==> config.mk <==
export PLATFORM = sky130hd
export DESIGN_NAME = tcb_response_mux
export DESIGN_NICKNAME = d
export VERILOG_FILES = /design/src/design/tcb_bus_pkg.sv /design/src/design/tcb_map_pkg.sv /design/src/design/tcb_response_mux.sv
export VERILOG_INCLUDE_DIRS = /design/src /design/src/design
export SDC_FILE = /design/constraint.sdc
export NUM_CORES = 1
export LEC_CHECK = 0
export BUFFER_PORTS_ARGS = -buffer_cell sky130_fd_sc_hd__buf_2
export CAP_MARGIN = 10
export CORE_ASPECT_RATIO = 0.6
export CORE_MARGIN = 4
export CORE_UTILIZATION = 33
export CTS_CLUSTER_SIZE = 40
export DETAILED_ROUTE_END_ITERATION = 8
export GPL_TIMING_DRIVEN = 0
export PLACE_DENSITY = 0.86
export SLEW_MARGIN = 15
export SYNTH_ARGS = -nofsm -noshare
export SYNTH_HDL_FRONTEND = slang
export SYNTH_SLANG_ARGS = --single-unit
==> constraint.sdc <==
create_clock -name man -period 2 [get_ports man]
set_clock_uncertainty 0.1 [all_clocks]
set_input_delay 0.3 -clock man [delete_from_list [all_inputs] [get_ports man]]
set_output_delay 0.3 -clock man [all_outputs]
set_load 0.02 [all_outputs]
==> src/design/tcb_macros.svh <==
/*
 * TCB subsystem sizing
 * bus width, address width and memory lane geometry
 */

`ifndef TCB_MACROS_SVH
`define TCB_MACROS_SVH

// bus data width in bytes
`define TCB_DATA_BYTES 4
// bus data width in bits, derived
`define TCB_DATA_WIDTH (`TCB_DATA_BYTES*8)

// byte address width
`define TCB_ADDR_WIDTH 16

// number of memory lanes behind the decoder
`define TCB_LANES 4
// words per lane memory
`define TCB_MEM_WORDS 256

// request to response latency, memory cycle plus slice cycle
`define TCB_RSP_DLY 2

`endif

==> src/design/tcb_bus_pkg.sv <==
/*
 * TCB bus types
 * request and response payloads shared by manager and subordinates
 */

`include "tcb_macros.svh"

package tcb_bus_pkg;

    //////////////////////////////////////////////////
    // access size
    //////////////////////////////////////////////////

    // log2 of the byte count
    // 0 byte, 1 half word, 2 word
    typedef logic [1:0] tcb_siz_t;

    //////////////////////////////////////////////////
    // request
    //////////////////////////////////////////////////

    typedef struct packed {
        // write enable
        logic                        wen;
        // read enable
        logic                        ren;
        // byte address
        logic [`TCB_ADDR_WIDTH-1:0]  adr;
        // access size
        tcb_siz_t                    siz;
        // write data, placed from byte 0
        logic [`TCB_DATA_WIDTH-1:0]  wdt;
    } tcb_req_t;

    //////////////////////////////////////////////////
    // response
    //////////////////////////////////////////////////

    typedef struct packed {
        // read data, addressed bytes at byte 0
        logic [`TCB_DATA_WIDTH-1:0]  rdt;
        // error flag
        logic                        err;
    } tcb_rsp_t;

endpackage

==> src/design/tcb_map_pkg.sv <==
/*
 * TCB address map
 * address field split and the lane routing types
 */

`include "tcb_macros.svh"

package tcb_map_pkg;

    // byte offset within a word, lowest bits
    localparam int unsigned ADR_OFF_W = $clog2(`TCB_DATA_BYTES);
    // word within a lane
    localparam int unsigned WRD_LSB   = ADR_OFF_W;
    localparam int unsigned WRD_W     = $clog2(`TCB_MEM_WORDS);
    // lane select
    localparam int unsigned LANE_LSB  = WRD_LSB + WRD_W;
    localparam int unsigned LANE_W    = $clog2(`TCB_LANES);
    // any set bit in this range is a miss
    localparam int unsigned MIS_LSB   = LANE_LSB + LANE_W;
    localparam int unsigned MIS_MSB   = `TCB_ADDR_WIDTH - 1;

    // lane index
    typedef logic [LANE_W-1:0] lane_idx_t;

    // route of one request, used by the response mux
    typedef struct packed {
        logic      mis;
        lane_idx_t idx;
    } route_t;

endpackage

==> src/design/tcb_response_mux.sv <==
/*
 * TCB response multiplexer
 * follows lane indexes through the pipeline and picks the answering lane
 */

`timescale 1ns/10ps

`include "tcb_macros.svh"

module tcb_response_mux (
    input  logic                   man,
    input  logic                   arst_n,
    // request side route info
    input  logic                   vld,
    input  tcb_map_pkg::route_t    route,
    // lane responses
    input  tcb_bus_pkg::tcb_rsp_t  lane_rsp [`TCB_LANES],
    // manager side response
    output logic                   rsp_vld,
    output tcb_bus_pkg::tcb_rsp_t  rsp
);

    //////////////////////////////////////////////////
    // route pipeline
    //////////////////////////////////////////////////

    // one stage per response cycle
    logic                 vld_q   [`TCB_RSP_DLY];
    tcb_map_pkg::route_t  route_q [`TCB_RSP_DLY];

    always_ff @(posedge man or negedge arst_n) begin
        if (!arst_n) begin
            for (int s = 0; s < `TCB_RSP_DLY; s++) begin
                vld_q[s]   <= 1'b0;
                route_q[s] <= '0;
            end
        end else begin
            vld_q[0]   <= vld;
            route_q[0] <= route;
            for (int s = 1; s < `TCB_RSP_DLY; s++) begin
                vld_q[s]   <= vld_q[s-1];
                route_q[s] <= route_q[s-1];
            end
        end
    end

    //////////////////////////////////////////////////
    // response select
    //////////////////////////////////////////////////

    assign rsp_vld = vld_q[`TCB_RSP_DLY-1];

    always_comb begin
        // miss, no lane answered
        if (route_q[`TCB_RSP_DLY-1].mis) begin
            rsp.rdt = '0;
            rsp.err = 1'b1;
        end else begin
            rsp = lane_rsp[route_q[`TCB_RSP_DLY-1].idx];
        end
    end

    a_rsp_vld_known: assert property (
        @(posedge man) disable iff (!arst_n)
        !$isunknown(rsp_vld)
    ) else $error("rsp_vld is unknown");

endmodule

==> results.json <==
{
  "run_status": "complete, no violations",
  "worst_ir_drop_vdd_mv": 0.4097,
  "count_of_input_and_output_buffers": 171,
  "worstSetupPathType": "reg2out",
  "drt-wirelength-per-cell_um": 16.15,
  "first_pass_grt_wire_length_um": 8466,
  "timing.setup.tns_ns": 0,
  "most-common-layout-cells": "buf_2 (163), mux2i_1 (64), o22ai_1 (32), buf_4 (10), dfrtp_1 (8)",
  "cp_max_fo": 10,
  "cts.path.max_buffers": 2,
  "synth.ff_latch_count": 8,
  "grt.met1_usage_pct": 22.64,
  "worst_slew_margin_rel_pct": 84.61,
  "worst_setup_path_start_kind": "register",
  "multiplexer_share_of_the_synthesized_area_pct": 53.97,
  "depth_of_the_worst_register_to_register_path": 0,
  "clock_tree.htree_level_count": 1,
  "critPathBufInv": 2,
  "dieWidth_um": 86.78,
  "synth_cell_types": 11,
  "worst_hold_startpoint": "route[2]",
  "cp_slowest_cell": "dfrtp_1",
  "area_growth_pct": 80.96,
  "summed_area_of_non_filler_cells_in_the_final_layout_um2": 2223,
  "critical_path.cell_chain": "or2_1, buf_4, o22ai_1, buf_4",
  "dieArea_um2": 4796,
  "holdCritPathClass": "in2reg",
  "cts.root.buffer_cell": "clkbuf_8",
  "start_util_pct": 36.10,
  "min_delay_worst_endpoint": "route_q[5]",
  "first_global_vias": 1878,
  "holdWs_ns": 0.07381,
  "vias_post_dr": 1712,
  "cp_data_arrival_time_ns": 1.55,
  "grt_use_met2_pct": 42.27,
  "p_leak_nw": 1.339,
  "pin_count_of_the_biggest_net_entering_global_routing": 11,
  "design.core.area_um2": 3403,
  "ant_nets": 0,
  "gr-max-usage-layer": "met2",
  "clock-sinks": 8,
  "min_period_over_period_pct": 97.46,
  "first_pass_iters": 4,
  "num_antenna_cells": 0,
  "final_common_cell": "buf_2",
  "worst_slew_pin_slew_ns": 0.2309,
  "final_critical_path_setup_slack_ns": 0.05081,
  "via_density": 5.021,
  "finish.net_count": 436,
  "boundaryPins": 172,
  "synth_nets": 260,
  "synthesis.area_um2": 1229,
  "crit_top_cell": "buf_4",
  "synth_top_family_by_area": "multiplexers",
  "placed_area_um2": 2141,
  "clock_latency_ns": 0.24,
  "timing_hold_violations_final": 0,
  "rsz0062_at_grt": "false",
  "placed_cells_incl_taps": 338,
  "layoutNonFillerInstCount": 341,
  "die_h_um": 55.27,
  "detail_route.wirelength_um": 5508,
  "crit_path_max_incr_delay_ns": 0.40,
  "core.rowCount": 16,
  "initial_antenna_violation_count": 0,
  "grt_use_met3_pct": 4.755,
  "synth-compound-area-share_pct": 16.29,
  "max_clock_freq_mhz": 513.0,
  "cts_tree": "built",
  "min_path_cells": 1,
  "setup_viol_count_final": 0,
  "cts_buffers": 3,
  "detail_route.drc_violations": 0,
  "critical_path.endpoint_type": "primary output",
  "postSynthAreaPerCell_um2": 10.07,
  "yosys.area_share.xor_xnor_pct": 0,
  "worst_setup_slack_before_clock_tree_synthesis_ns": 0.2575,
  "worst-r2r-setup-slack_ns": 1.40,
  "final_layout_size_suffix_gt1_share_pct": 63.51,
  "rr_endpoint": "route_q[0]",
  "area_fraction_in_and_or_nand_and_nor_cells_after_synthesis_pct": 1.527,
  "netlist_instances": 122,
  "max_cap_violations": 0,
  "synthesis.yosys.warnings": 0,
  "power.density_nw_per_um2": 389.0,
  "drt_iter0_drc": 36,
  "clkTransAtPathRegs_ns": 0.05,
  "gr-usage-all-layers_pct": 21.56,
  "critical_path.top_delay_family": "flip-flops",
  "reg2reg_from": "route_q[3]",
  "place.gp.congestion": 0.7949,
  "final_max_slew_viol_count": 0,
  "post-dp-hpwl_um": 4650,
  "cp_data_required_time_ns": 1.60,
  "gr-total-overflow": 0,
  "synthAdderAreaFrac_pct": 0,
  "seq_area_frac_synth_pct": 16.29,
  "finalWorstPathRequiredPeriod_ns": 1.949
}
-- timing repair --
item,CTS,global route
gates resized for setup,3,17
setup endpoints to repair,3,31
hold buffers,1,0
setup buffers,0,0
endpoints found under the hold margin,8,0
-- state kept, by name, indices dropped and copies added, names as in the netlist --
register and count:
rsp_vld 1, vld_q 1, route_q 6
-- through the flow --
| step | util (%) | power [W] |
|---|---|---|
| floorplan | - | 0.0004370 |
| detailed placement | 62.90 | 0.0006527 |
| finish | 65.33 | 0.0008649 |
| global placement | 62.90 | 0.0006381 |
| global route | 65.33 | 0.0009181 |
| CTS | 64.63 | 0.0008597 |
-- power by group --
| part | switching (W) | leakage [nW] | internal [W] |
|---|---|---|---|
| clock network | 0.0000712 | 0.0216 | 0.000131 |
| registers | 0.00000440 | 0.0932 | 0.000171 |
| logic | 0.000235 | 1.22 | 0.000252 |
-- cell type report --
type	instances	area, um^2
Buffer	13	157.7
Clock buffer	3	41.29
Fill cell	307	1180
Multi-Input combinational cell	100	882.1
Sequential cell	8	200.2
Tap cell	45	56.30
Timing Repair Buffer	172	885.9
-- layer usage --
| metal | up-vias | routed length [um] |
|---|---|---|
| li1 | 835 | - |
| met3 | 9 | 562 |
| met1 | 778 | 1977 |
| met2 | 90 | 2881 |
| met4 | 0 | 87 |
| met5 | - | 0 |
-- cell usage after synthesis, drive strengths merged --
cell type,number,share of area [%]
buf,10,11
clkbuf,4,1.2
dfrtp,8,16
mux2i,64,52
mux4,1,1.8
nand2b,1,0.51
o22ai,32,16
or2,2,1.0
-- worst max-delay path by stage --
stage,endpoint,depth (start not counted),from
4_1_cts,rsp[2],5,route_q[1]
5_1_grt,rsp[24],4,route_q[1]
3_3_place_gp,rsp[21],5,route_q[1]
2_1_floorplan,rsp[10],4,route_q[1]
3_5_place_dp,rsp[23],5,route_q[1]
6_report,rsp[26],4,route_q[1]
-- kinds of logic (layout without fill, tap and decap cells) --
logic type,Yosys count,after routing
AOI/OAI and AO/OA,32,32
buffers and inverters,14,188
DFF,8,8
muxes,65,65
and+or+nand+nor,3,3
Note: power is estimated with default switching activity, not from simulation.
