--- src/design/tcb_macros.svh ---
/*
 * TCB subsystem sizing
 * bus width, address width and memory lane geometry
 */

`ifndef TCB_MACROS_SVH
`define TCB_MACROS_SVH

// bus data width in bytes
`define TCB_DATA_BYTES 4
// bus data width in bits, derived
`define TCB_DATA_WIDTH (`TCB_DATA_BYTES*8)

// byte address width
`define TCB_ADDR_WIDTH 16

// number of memory lanes behind the decoder
`define TCB_LANES 4
// words per lane memory
`define TCB_MEM_WORDS 256

// request to response latency, memory cycle plus slice cycle
`define TCB_RSP_DLY 2

`endif

--- src/design/tcb_bus_pkg.sv ---
/*
 * TCB bus types
 * request and response payloads shared by manager and subordinates
 */

`include "tcb_macros.svh"

package tcb_bus_pkg;

    //////////////////////////////////////////////////
    // access size
    //////////////////////////////////////////////////

    // log2 of the byte count
    // 0 byte, 1 half word, 2 word
    typedef logic [1:0] tcb_siz_t;

    //////////////////////////////////////////////////
    // request
    //////////////////////////////////////////////////

    typedef struct packed {
        // write enable
        logic                        wen;
        // read enable
        logic                        ren;
        // byte address
        logic [`TCB_ADDR_WIDTH-1:0]  adr;
        // access size
        tcb_siz_t                    siz;
        // write data, placed from byte 0
        logic [`TCB_DATA_WIDTH-1:0]  wdt;
    } tcb_req_t;

    //////////////////////////////////////////////////
    // response
    //////////////////////////////////////////////////

    typedef struct packed {
        // read data, addressed bytes at byte 0
        logic [`TCB_DATA_WIDTH-1:0]  rdt;
        // error flag
        logic                        err;
    } tcb_rsp_t;

endpackage

--- src/design/tcb_register_response.sv ---
/*
 * TCB response register slice
 * one extra cycle on the response, only the read bytes in use are loaded
 */

`timescale 1ns/10ps

`include "tcb_macros.svh"

module tcb_register_response (
    input  logic                   man,
    input  logic                   arst_n,
    // transfer marker from the memory
    input  logic                   trn_dly,
    // request as seen by the memory
    input  tcb_bus_pkg::tcb_req_t  req,
    // memory response
    input  tcb_bus_pkg::tcb_rsp_t  rsp_in,
    // registered response
    output tcb_bus_pkg::tcb_rsp_t  rsp
);

    //////////////////////////////////////////////////
    // delayed request fields
    //////////////////////////////////////////////////

    // memory request has moved on by the time
    // its response shows up, so keep what we need
    logic                   ren_dly;
    tcb_bus_pkg::tcb_siz_t  siz_dly;

    always_ff @(posedge man or negedge arst_n) begin
        if (!arst_n) begin
            ren_dly <= 1'b0;
            siz_dly <= '0;
        end else begin
            ren_dly <= req.ren;
            siz_dly <= req.siz;
        end
    end

    //////////////////////////////////////////////////
    // response registers
    //////////////////////////////////////////////////

    always_ff @(posedge man or negedge arst_n) begin
        if (!arst_n) begin
            rsp <= '0;
        end else begin
            // error follows every transfer
            if (trn_dly) begin
                rsp.err <= rsp_in.err;
            end
            // read data only for bytes covered by the size
            // upper bytes hold their old value
            if (trn_dly && ren_dly) begin
                for (int i = 0; i < `TCB_DATA_BYTES; i++) begin
                    if (i < (1 << siz_dly)) begin
                        rsp.rdt[8*i +: 8] <= rsp_in.rdt[8*i +: 8];
                    end
                end
            end
        end
    end

endmodule

--- config.mk ---
export PLATFORM = sky130hd
export DESIGN_NAME = tcb_register_response
export DESIGN_NICKNAME = d
export VERILOG_FILES = /design/src/design/tcb_bus_pkg.sv /design/src/design/tcb_register_response.sv
export VERILOG_INCLUDE_DIRS = /design/src /design/src/design
export SDC_FILE = /design/constraint.sdc
export NUM_CORES = 1
export LEC_CHECK = 0
export ABC_CLOCK_PERIOD_IN_PS = 2100
export BUFFER_PORTS_ARGS = -buffer_cell sky130_fd_sc_hd__buf_2
export CAP_MARGIN = 40
export CORE_MARGIN = 2
export CORE_UTILIZATION = 40
export CTS_CLUSTER_SIZE = 14
export DETAILED_ROUTE_END_ITERATION = 7
export GPL_TIMING_DRIVEN = 0
export PLACE_DENSITY_LB_ADDON = 0.1
export RECOVER_POWER = 25
export SYNTH_ARGS = -nofsm -noshare
export SYNTH_HDL_FRONTEND = slang
export SYNTH_SLANG_ARGS = --single-unit
--- constraint.sdc ---
create_clock -name man -period 2.1 [get_ports man]
set_input_delay 0.105 -clock man [delete_from_list [all_inputs] [get_ports man]]
set_output_delay 0.105 -clock man [all_outputs]
set_load 0.01 [all_outputs]
==> results of run 1 <==
-- layer usage --
layer | GRT usage | up-vias
li1 | - | 483
met4 | 0.07778 | 0
met1 | 0.1920 | 475
met2 | 0.2840 | 47
met5 | 0 | -
met3 | 0.05616 | 5
-- how the worst max path moves through the flow --
stage | slack, ns | endpoint | cells past startpoint | from
final | 0.74 | rsp[14] | 2 | siz_dly[1]
after global routing | 0.64 | rsp[14] | 2 | siz_dly[1]
after CTS | 0.71 | rsp[14] | 2 | siz_dly[1]
after detailed placement | 0.72 | rsp[14] | 2 | siz_dly[1]
after global placement | 0.78 | rsp[15] | 2 | siz_dly[1]
after floorplan | 0.87 | rsp[10] | 2 | siz_dly[1]
-- power by group through the flow --
stage | combinational [mW] | clock, mW | sequential, mW
floorplan | 0.137 | 0 | 0.929
global placement | 0.365 | 0 | 0.867
detailed placement | 0.373 | 0 | 0.875
CTS | 0.423 | 0.485 | 0.861
global route | 0.437 | 0.511 | 0.878
finish | 0.399 | 0.461 | 0.864
-- worst max-delay path, cell delays in order, from the launching register on --
cell and delay, ns:
dfrtp_1 0.43, o211ai_2 0.44, mux2_2 0.39
-- sequential cells by signal, summed over array words and instances (netlist names) --
name,cells
rsp,33
ren_dly,1
siz_dly,2
-- area by class of cell --
cell class,count,share of cell area
Timing Repair Buffer,106,0.3126
Tap cell,46,0.02653
Clock inverter,2,0.01615
Clock buffer,6,0.01903
Sequential cell,36,0.4152
Multi-Input combinational cell,36,0.2053
Buffer,1,0.005190
-- synthesized netlist by cell type --
cell | number | area, µm²
dfrtp_1 | 36 | 900.9
mux2_2 | 23 | 259.0
nand3_4 | 1 | 17.52
buf_6 | 1 | 11.26
nand2_2 | 1 | 6.260
o211ai_2 | 1 | 12.51
mux2_4 | 10 | 150.1
-- cells by family after synthesis --
kind of cell,count (synthesis),share of synthesized area
flops,36,0.6636
mux,33,0.3014
simple gates,2,0.01752
compound gates,1,0.009215
buf+inv,1,0.008294
==> metrics.yaml, run 1 <==
hold_viol: 0
power_frac_clock: 0.267
dp_hpwl_mm: 1.901
relSlewSlack: 0.4791
drt_first_pass_iters: 3
r2r-start: "siz_dly[1]"
grt_pass1_vias: 1109
final_nets: 274
startpoint_type: "register"
cp_max_fo: 8
hp-class: "primary input to register"
synth_cells: 73
topRoutingLayerUsed: "met4"
setup-violations-final: 0
required_ns: 2.32
regArea_um2: 900.9
die_width_um: 62.26
grt_util_all_layers: 0.1676
avgSynthCellArea_um2: 18.60
placedCellCount: 190
syn-cell-area_um2: 1358
core_area_um2: 3284
syn2layout_area_growth_pct: 59.82
cts_buffer_depth: 2
start_util: 0.4133
placed_cell_area_um2: 1770
rsz0062_at_grt: "no"
hold_depth: 2
yosys_warnings: 0
postCtsSetupBuffers: 0
crit_path_end_kind: "register"
post-place-ws_ns: 0.7219
reg2reg_to: "rsp[14]"
cts.htree.levels: 2
detail-route-antenna-nets: 0
fin_util: 0.6606
drive_gt1_frac: 0.4973
clkTransAtPathRegs_ns: 0.10
fin_crit_ns: 1.362
drv_slew: 0
drc: 0
clk_latency_ns: 0.32
critPathKind: "register to register"
fin_total_pwr_mw: 1.723
grt_start_max_net_pins: 37
reg2regPathDepth: 2
ios: 121
numCtsBuffers: 5
worst_slack_ns: 0.7378
wl_met3_um: 233
vias: 1010
holdPathEnd: "rsp[5]"
vias_per_cell: 4.335
maxCapViolCount: 0
irDropWorstVdd_v: 0.0005489
met1_length_mm: 1.192
grt_pass1_wl_mm: 5.037
seqPwrFrac: 0.501
die_h_um: 62.26
cts-root-buf: "clkbuf_4"
period_share: 0.6487
ys_seq_area_frac: 0.6636
port_buffers: 71
antenna_found_initial: 0
cts_sinks: 36
layout_common_cells: "buf_2, dfrtp_1, dlygate4sd3_1"
status: "finished, final reports clean"
internal-power_mw: 1.286
tightest_slew_ns: 0.7814
switching_share: 0.2537
dr.first_iter.drc_count: 14
grt_overflow: 0
r2r_setup_slack_ns: 0.74
setup-tns-final_ns: 0
row_count: 21
finish.instance_area_um2: 2170
place.gp.congestion: 0.6322
pwr-share-comb: 0.232
stdcell_count: 233
multi_input_area_um2: 445.4
fmax_ghz: 0.7341
hold_start: "rsp_in[5]"
yosys_register_bits: 36
critPathArrivalTime_ns: 1.58
routed_wl_mm: 2.947
power_density_nw_per_um2: 794.4
fin_skew_ns: 0.005821
dr_wl_met2_mm: 1.481
ctsHoldBuffers: 34
ys_types: 7
ctsResizeCount: 0
cts_tree: "built"
cellLeakagePower_nw: 1.036
holdWs_ns: 0.02183
num-fill-cells: 260
diodes: 0
syn-num-nets: 161
dieArea_um2: 3876
final_common_cell: "buf_2"
routedWlPerCell_um: 12.65
switching_power_mw: 0.4372
Note: power is estimated with default switching activity, not from simulation.
==> run 2: changes to the inputs <==
- ABC_CLOCK_PERIOD_IN_PS: 2100 -> 1110
- CORE_UTILIZATION: 40 -> 33
- clock period: 2.1 -> 1.11 ns (I/O delays scaled with it)
==> run 2 against run 1 <==
  * The flow now finishes with violations (negative setup slack)
  * Final area is 2.1% higher
  * Clock skew is 0.0027 ns lower
  * First-iteration DRC count rose by 100%
  * Clock-buffer cell count up 2
  * Critical path type unchanged
==> metrics.yaml, run 2 (synthesis results as in run 1) <==
startpoint: "siz_dly[1]"
period_share: 1.078  # +0.4294
numCtsBuffers: 5  # unchanged
fmax_ghz: 0.8357  # +14%
reg2regPathDepth: 3  # +1
drt_first_pass_iters: 3  # unchanged
cts-root-buf: "clkbuf_8"
clkTransAtPathRegs_ns: 0.07  # -0.03 ns
largest_register_ffs: 33  # unchanged
regArea_um2: 902.1  # +0.14%
cellLeakagePower_nw: 1.155  # +11%
drive_gt1_frac: 0.6610  # +0.1637
hp-class: "primary input to register"
dr_wl_met2_mm: 1.361  # -8.1%
fin_skew_ns: 0.003139  # -0.002682 ns
cts.htree.levels: 2  # unchanged
hold_start: "rsp_in[23]"
grt_pass1_vias: 997  # -10%
cts_tree: "built"
dieArea_um2: 4643  # +20%
cts_buffer_depth: 2  # unchanged
path_cells: "o211ai_4 > buf_12 > mux2_4"
place.gp.congestion: 0.6131  # -3.0%
grt_start_max_net_pins: 37  # unchanged
slowest_delay_ns: 0.43  # about the same
clk_latency_ns: 0.28  # -0.04 ns
required_ns: 1.28  # -1.04 ns
relSlewSlack: 0.4802  # +0.001165
cp_slowest_cell: "dfrtp_1"
irDropWorstVdd_v: 0.0008546  # +56%
setup-violations-final: 19  # +19
tightest_slew_ns: 0.7796  # -0.001747 ns
stdcell_count: 227  # -2.6%
grt_overflow: 0  # unchanged
routedWlPerCell_um: 12.99  # +2.7%
placedCellCount: 194  # +2.1%
antenna_found_initial: 0  # unchanged
routed_wl_mm: 2.948  # about the same
topRoutingLayerUsed: "met4"
die_width_um: 68.14  # +9.5%
r2r_setup_slack_ns: -0.09  # -0.82 ns
num-fill-cells: 361  # +39%
setup-tns-final_ns: -0.8733  # -0.8733 ns
drc: 0  # unchanged
critPathArrivalTime_ns: 1.36  # -0.22 ns
vias_per_cell: 4.396  # +1.4%
endpoint: "rsp[15]"
vias: 998  # -1.2%
multi_input_area_um2: 515.5  # +16%
dr.first_iter.drc_count: 28  # +14
wl_met3_um: 246  # +5.6%
critPathKind: "register to register"
top_register: "rsp"
drv_slew: 0  # unchanged
cts_sinks: 36  # unchanged
worst_slack_ns: -0.08666  # -0.8245 ns
row_count: 23  # +9.5%
core_area_um2: 3971  # +21%
hold_viol: 0  # unchanged
die_h_um: 68.14  # +9.5%
maxCapViolCount: 0  # unchanged
met1_length_mm: 1.291  # +8.3%
start_util: 0.3418  # -0.07149
final_nets: 264  # -3.6%
reg2reg_to: "rsp[15]"
fin_crit_ns: 1.197  # -0.1655 ns
port_buffers: 71  # unchanged
violations: "negative setup slack"
startpoint_type: "register"
final_common_cell: "buf_2"
detail-route-antenna-nets: 0  # unchanged
rsz0062_at_grt: "yes"
grt_pass1_wl_mm: 4.616  # -8.4%
largestRegisters: "rsp x33, siz_dly x2, ren_dly x1"
syn2layout_area_growth_pct: 63.23
ios: 121  # unchanged
status: "complete, but fails checks"
r2r-start: "siz_dly[1]"
cp_max_fo: 8  # unchanged
layout_common_cells: "buf_2, dfrtp_1, mux2_4"
power_density_nw_per_um2: 1536  # +93%
dp_hpwl_mm: 2.038  # +7.2%
crit_path_end_kind: "register"
grt_util_all_layers: 0.1402  # -0.02738
diodes: 0  # unchanged
==> run 2: area by class of cell <==
| cell class | count | area share |
|---|---|---|
| Sequential cell | 36 | 0.4071 |
| Timing Repair Buffer | 96 | 0.2823 |
| Multi-Input combinational cell | 36 | 0.2326 |
| Clock buffer | 8 | 0.04065 |
| Tap cell | 50 | 0.02823 |
| Buffer | 1 | 0.009034 |
==> run 2: per-stage QoR <==
step	util	worst slack, ns	cell area [µm²]	total power, mW	hold slack, ns
after detailed placement	0.4505	-0.1432	1789	2.374	0.1661
after global routing	0.5580	-0.1186	2216	3.612	0.0006636
after global placement	0.4505	-0.1257	1789	2.339	0.1651
after floorplan	-	-0.05126	1371	2.022	-0.2401
final	0.5580	-0.08666	2216	3.403	0.01356
after CTS	0.5545	-0.1151	2202	3.466	0.001621
==> run 2: where the power goes <==
part,internal [mW],switching (mW)
registers,1.53,0.114
logic,0.522,0.325
clock network,0.505,0.409
==> run 2: worst min-delay path by stage <==
stage	endpoint	slack (ns)	cells after the start
after global routing	rsp[0]	0.0007	2
after CTS	rsp[23]	0.002	2
after global placement	rsp[15]	0.17	1
after detailed placement	siz_dly[0]	0.17	1
after floorplan	ren_dly	-0.24	0
final	rsp[23]	0.01	2
==> run 2: timing repair <==
action	4_1_cts	5_1_grt
hold endpoints to repair	57	1
resized for setup	16	2
hold buffers	22	1
setup endpoints to repair	26	26
setup buffers	2	0
pin swaps	2	2
==> run 2: per-layer routing <==
metal,up-vias,track usage
li1,462,-
met1,486,0.1668
met2,45,0.2233
met3,5,0.05757
met4,0,0.06000
met5,-,0
==> run 2: critical path: cells and delay by family, from the launching register on <==
family	cells	cell delay, ns
buf+inv	1	0.16
mux	1	0.30
compound gates	1	0.20
flops	1	0.43
==> run 3: changes to the inputs <==
- BUFFER_PORTS_ARGS: -buffer_cell sky130_fd_sc_hd__buf_2 -> not set
- CORE_UTILIZATION: 33 -> 40
- DONT_BUFFER_PORTS: not set -> 1
- REMOVE_ABC_BUFFERS: not set -> 1
- SETUP_SLACK_MARGIN: not set -> 0.02
==> run 3 against run 2 <==
  * The run still ends with negative setup slack left
  * Clock power shrank 33%
  * Sequential share of layout area up 4.6 points
  * Critical path type unchanged
  * Via count is 20% lower
  * Die area decreased by 17%
  * Utilization rose by 4.8 points
==> metrics.yaml, run 3 (synthesis results as in run 1) <==
routedWlPerCell_um: 15.75  # +21%
clkTransAtPathRegs_ns: 0.10  # +0.03 ns
finish.instance_area_um2: 1991  # -10%
antenna_found_initial: 0  # unchanged
ios: 121  # unchanged
hold_depth: 2  # unchanged
grt_overflow: 0  # unchanged
internal-power_mw: 2.149  # -16%
violations: "negative setup slack"
crit_path_end_kind: "register"
final_nets: 209  # -21%
grt_pass1_vias: 888  # -11%
reg2reg_to: "rsp[13]"
cts-root-buf: "clkbuf_4"
setup-violations-final: 24  # +5
critPathKind: "register to register"
dieArea_um2: 3876  # -17%
drt_first_pass_iters: 4  # +1
r2r_setup_slack_ns: -0.10  # -0.02 ns
port_buffers: 0  # -100%
die_h_um: 62.26  # -8.6%
cts_buffer_depth: 2  # unchanged
cts_tree: "built"
switching_share: 0.2615  # +0.01227
critPathArrivalTime_ns: 1.42  # +0.06 ns
detail-route-antenna-nets: 0  # unchanged
row_count: 21  # -8.7%
hold_start: "trn_dly"
fin_total_pwr_mw: 2.910  # -14%
irDropWorstVdd_v: 0.0007695  # -10%
startpoint_type: "register"
start_util: 0.4133  # +0.07149
largest_register_ffs: 33  # unchanged
routed_wl_mm: 2.631  # -11%
layout_common_cells: "dlygate4sd3_1, dfrtp_1, mux2_4"
final_common_cell: "dlygate4sd3_1"
r2r-start: "siz_dly[1]"
maxCapViolCount: 0  # unchanged
largestRegisters: "rsp x33, siz_dly x2, ren_dly x1"
core_area_um2: 3284  # -17%
drc: 0  # unchanged
hp-class: "primary input to register"
top_register: "rsp"
power_frac_clock: 0.209  # -0.060
cts_sinks: 36  # unchanged
grt_start_max_net_pins: 37  # unchanged
worst_slack_ns: -0.1024  # -0.01577 ns
cts.htree.levels: 2  # unchanged
drive_gt1_frac: 0.3884  # -0.2726
die_width_um: 62.26  # -8.6%
rsz0062_at_grt: "yes"
drv_slew: 0  # unchanged
placed_cell_area_um2: 1404  # -22%
numCtsBuffers: 5  # unchanged
grt_pass1_wl_mm: 4.347  # -5.8%
clk_latency_ns: 0.32  # +0.04 ns
power_density_nw_per_um2: 1462  # -4.8%
required_ns: 1.32  # +0.04 ns
period_share: 1.092  # +0.01421
hold_viol: 0  # unchanged
reg2regPathDepth: 3  # unchanged
fmax_ghz: 0.8248  # -1.3%
pwr-share-comb: 0.178  # -0.071
status: "complete, but fails checks"
fin_util: 0.6061  # +0.04812
fin_crit_ns: 1.212  # +0.01577 ns
fin_skew_ns: 0.005647  # +0.002507 ns
relSlewSlack: 0.4395  # -0.04079
diodes: 0  # unchanged
vias: 801  # -20%
seqPwrFrac: 0.613  # +0.130
cp_max_fo: 8  # unchanged
post-place-ws_ns: -0.2502  # -0.1070 ns
switching_power_mw: 0.7610  # -10%
cellLeakagePower_nw: 0.9499  # -18%
syn2layout_area_growth_pct: 46.64
grt_util_all_layers: 0.1497  # +0.009542
holdPathEnd: "rsp[1]"
place.gp.congestion: 0.5770  # -5.9%
vias_per_cell: 4.796  # +9.1%
tightest_slew_ns: 0.8408  # +0.06118 ns
dr.first_iter.drc_count: 17  # -39%
## run 3: worst max-delay path, stage by stage, from the launching register on
cell and delay [ns]:
dfrtp_1 0.44, o211ai_4 0.19, buf_12 0.16, mux2_4 0.30
## run 3: layout make-up
type	count	area (µm²)
multi-input cells	36	534.3
flip-flops and latches	36	902.1
repair buffers	42	450.4
clock buffers	6	41.29
fillers	266	1294
well taps	46	57.56
clock inverters	1	5.005
## run 3: stage by stage
stage	hold WS [ns]	cells	setup TNS [ns]
floorplan	-0.2401	72	-1.025
global placement	-0.2393	118	-3.300
detailed placement	-0.2393	118	-3.688
CTS	0.08679	166	-1.816
global route	0.02043	167	-2.284
finish	0.04758	167	-1.452
## run 3: worst max path at each step
| stage | to | from | slack, ns |
|---|---|---|---|
| 2_1_floorplan | rsp[10] | siz_dly[1] | -0.12 |
| 3_3_place_gp | rsp[13] | siz_dly[1] | -0.23 |
| 3_5_place_dp | rsp[13] | siz_dly[1] | -0.25 |
| 4_1_cts | rsp[13] | siz_dly[1] | -0.09 |
| 5_1_grt | rsp[14] | siz_dly[1] | -0.12 |
| 6_report | rsp[13] | siz_dly[1] | -0.10 |
## run 3: routing by layer
layer / global-route usage / up-vias / wire length (µm)
li1: - / 353 / -
met1: 0.1576 / 400 / 1007
met2: 0.2486 / 46 / 1360
met3: 0.09058 / 2 / 247
met4: 0.05000 / 0 / 15
met5: 0 / - / 0
## run 3: what timing repair did
item | in CTS | in global routing
buffers inserted | 2 | 0
pin swaps | 2 | 2
resized for setup | 14 | 9
hold buffers | 39 | 0
endpoints found under the hold margin | 72 | 0
cloned | 0 | 1
setup endpoints to repair | 32 | 32
## run 3: power by group through the flow
stage	combinational (mW)	clock (mW)	sequential, mW
6_report	0.519	0.608	1.78
3_5_place_dp	0.280	0	1.80
4_1_cts	0.492	0.653	1.78
3_3_place_gp	0.270	0	1.80
2_1_floorplan	0.255	0	1.76
5_1_grt	0.567	0.719	1.81
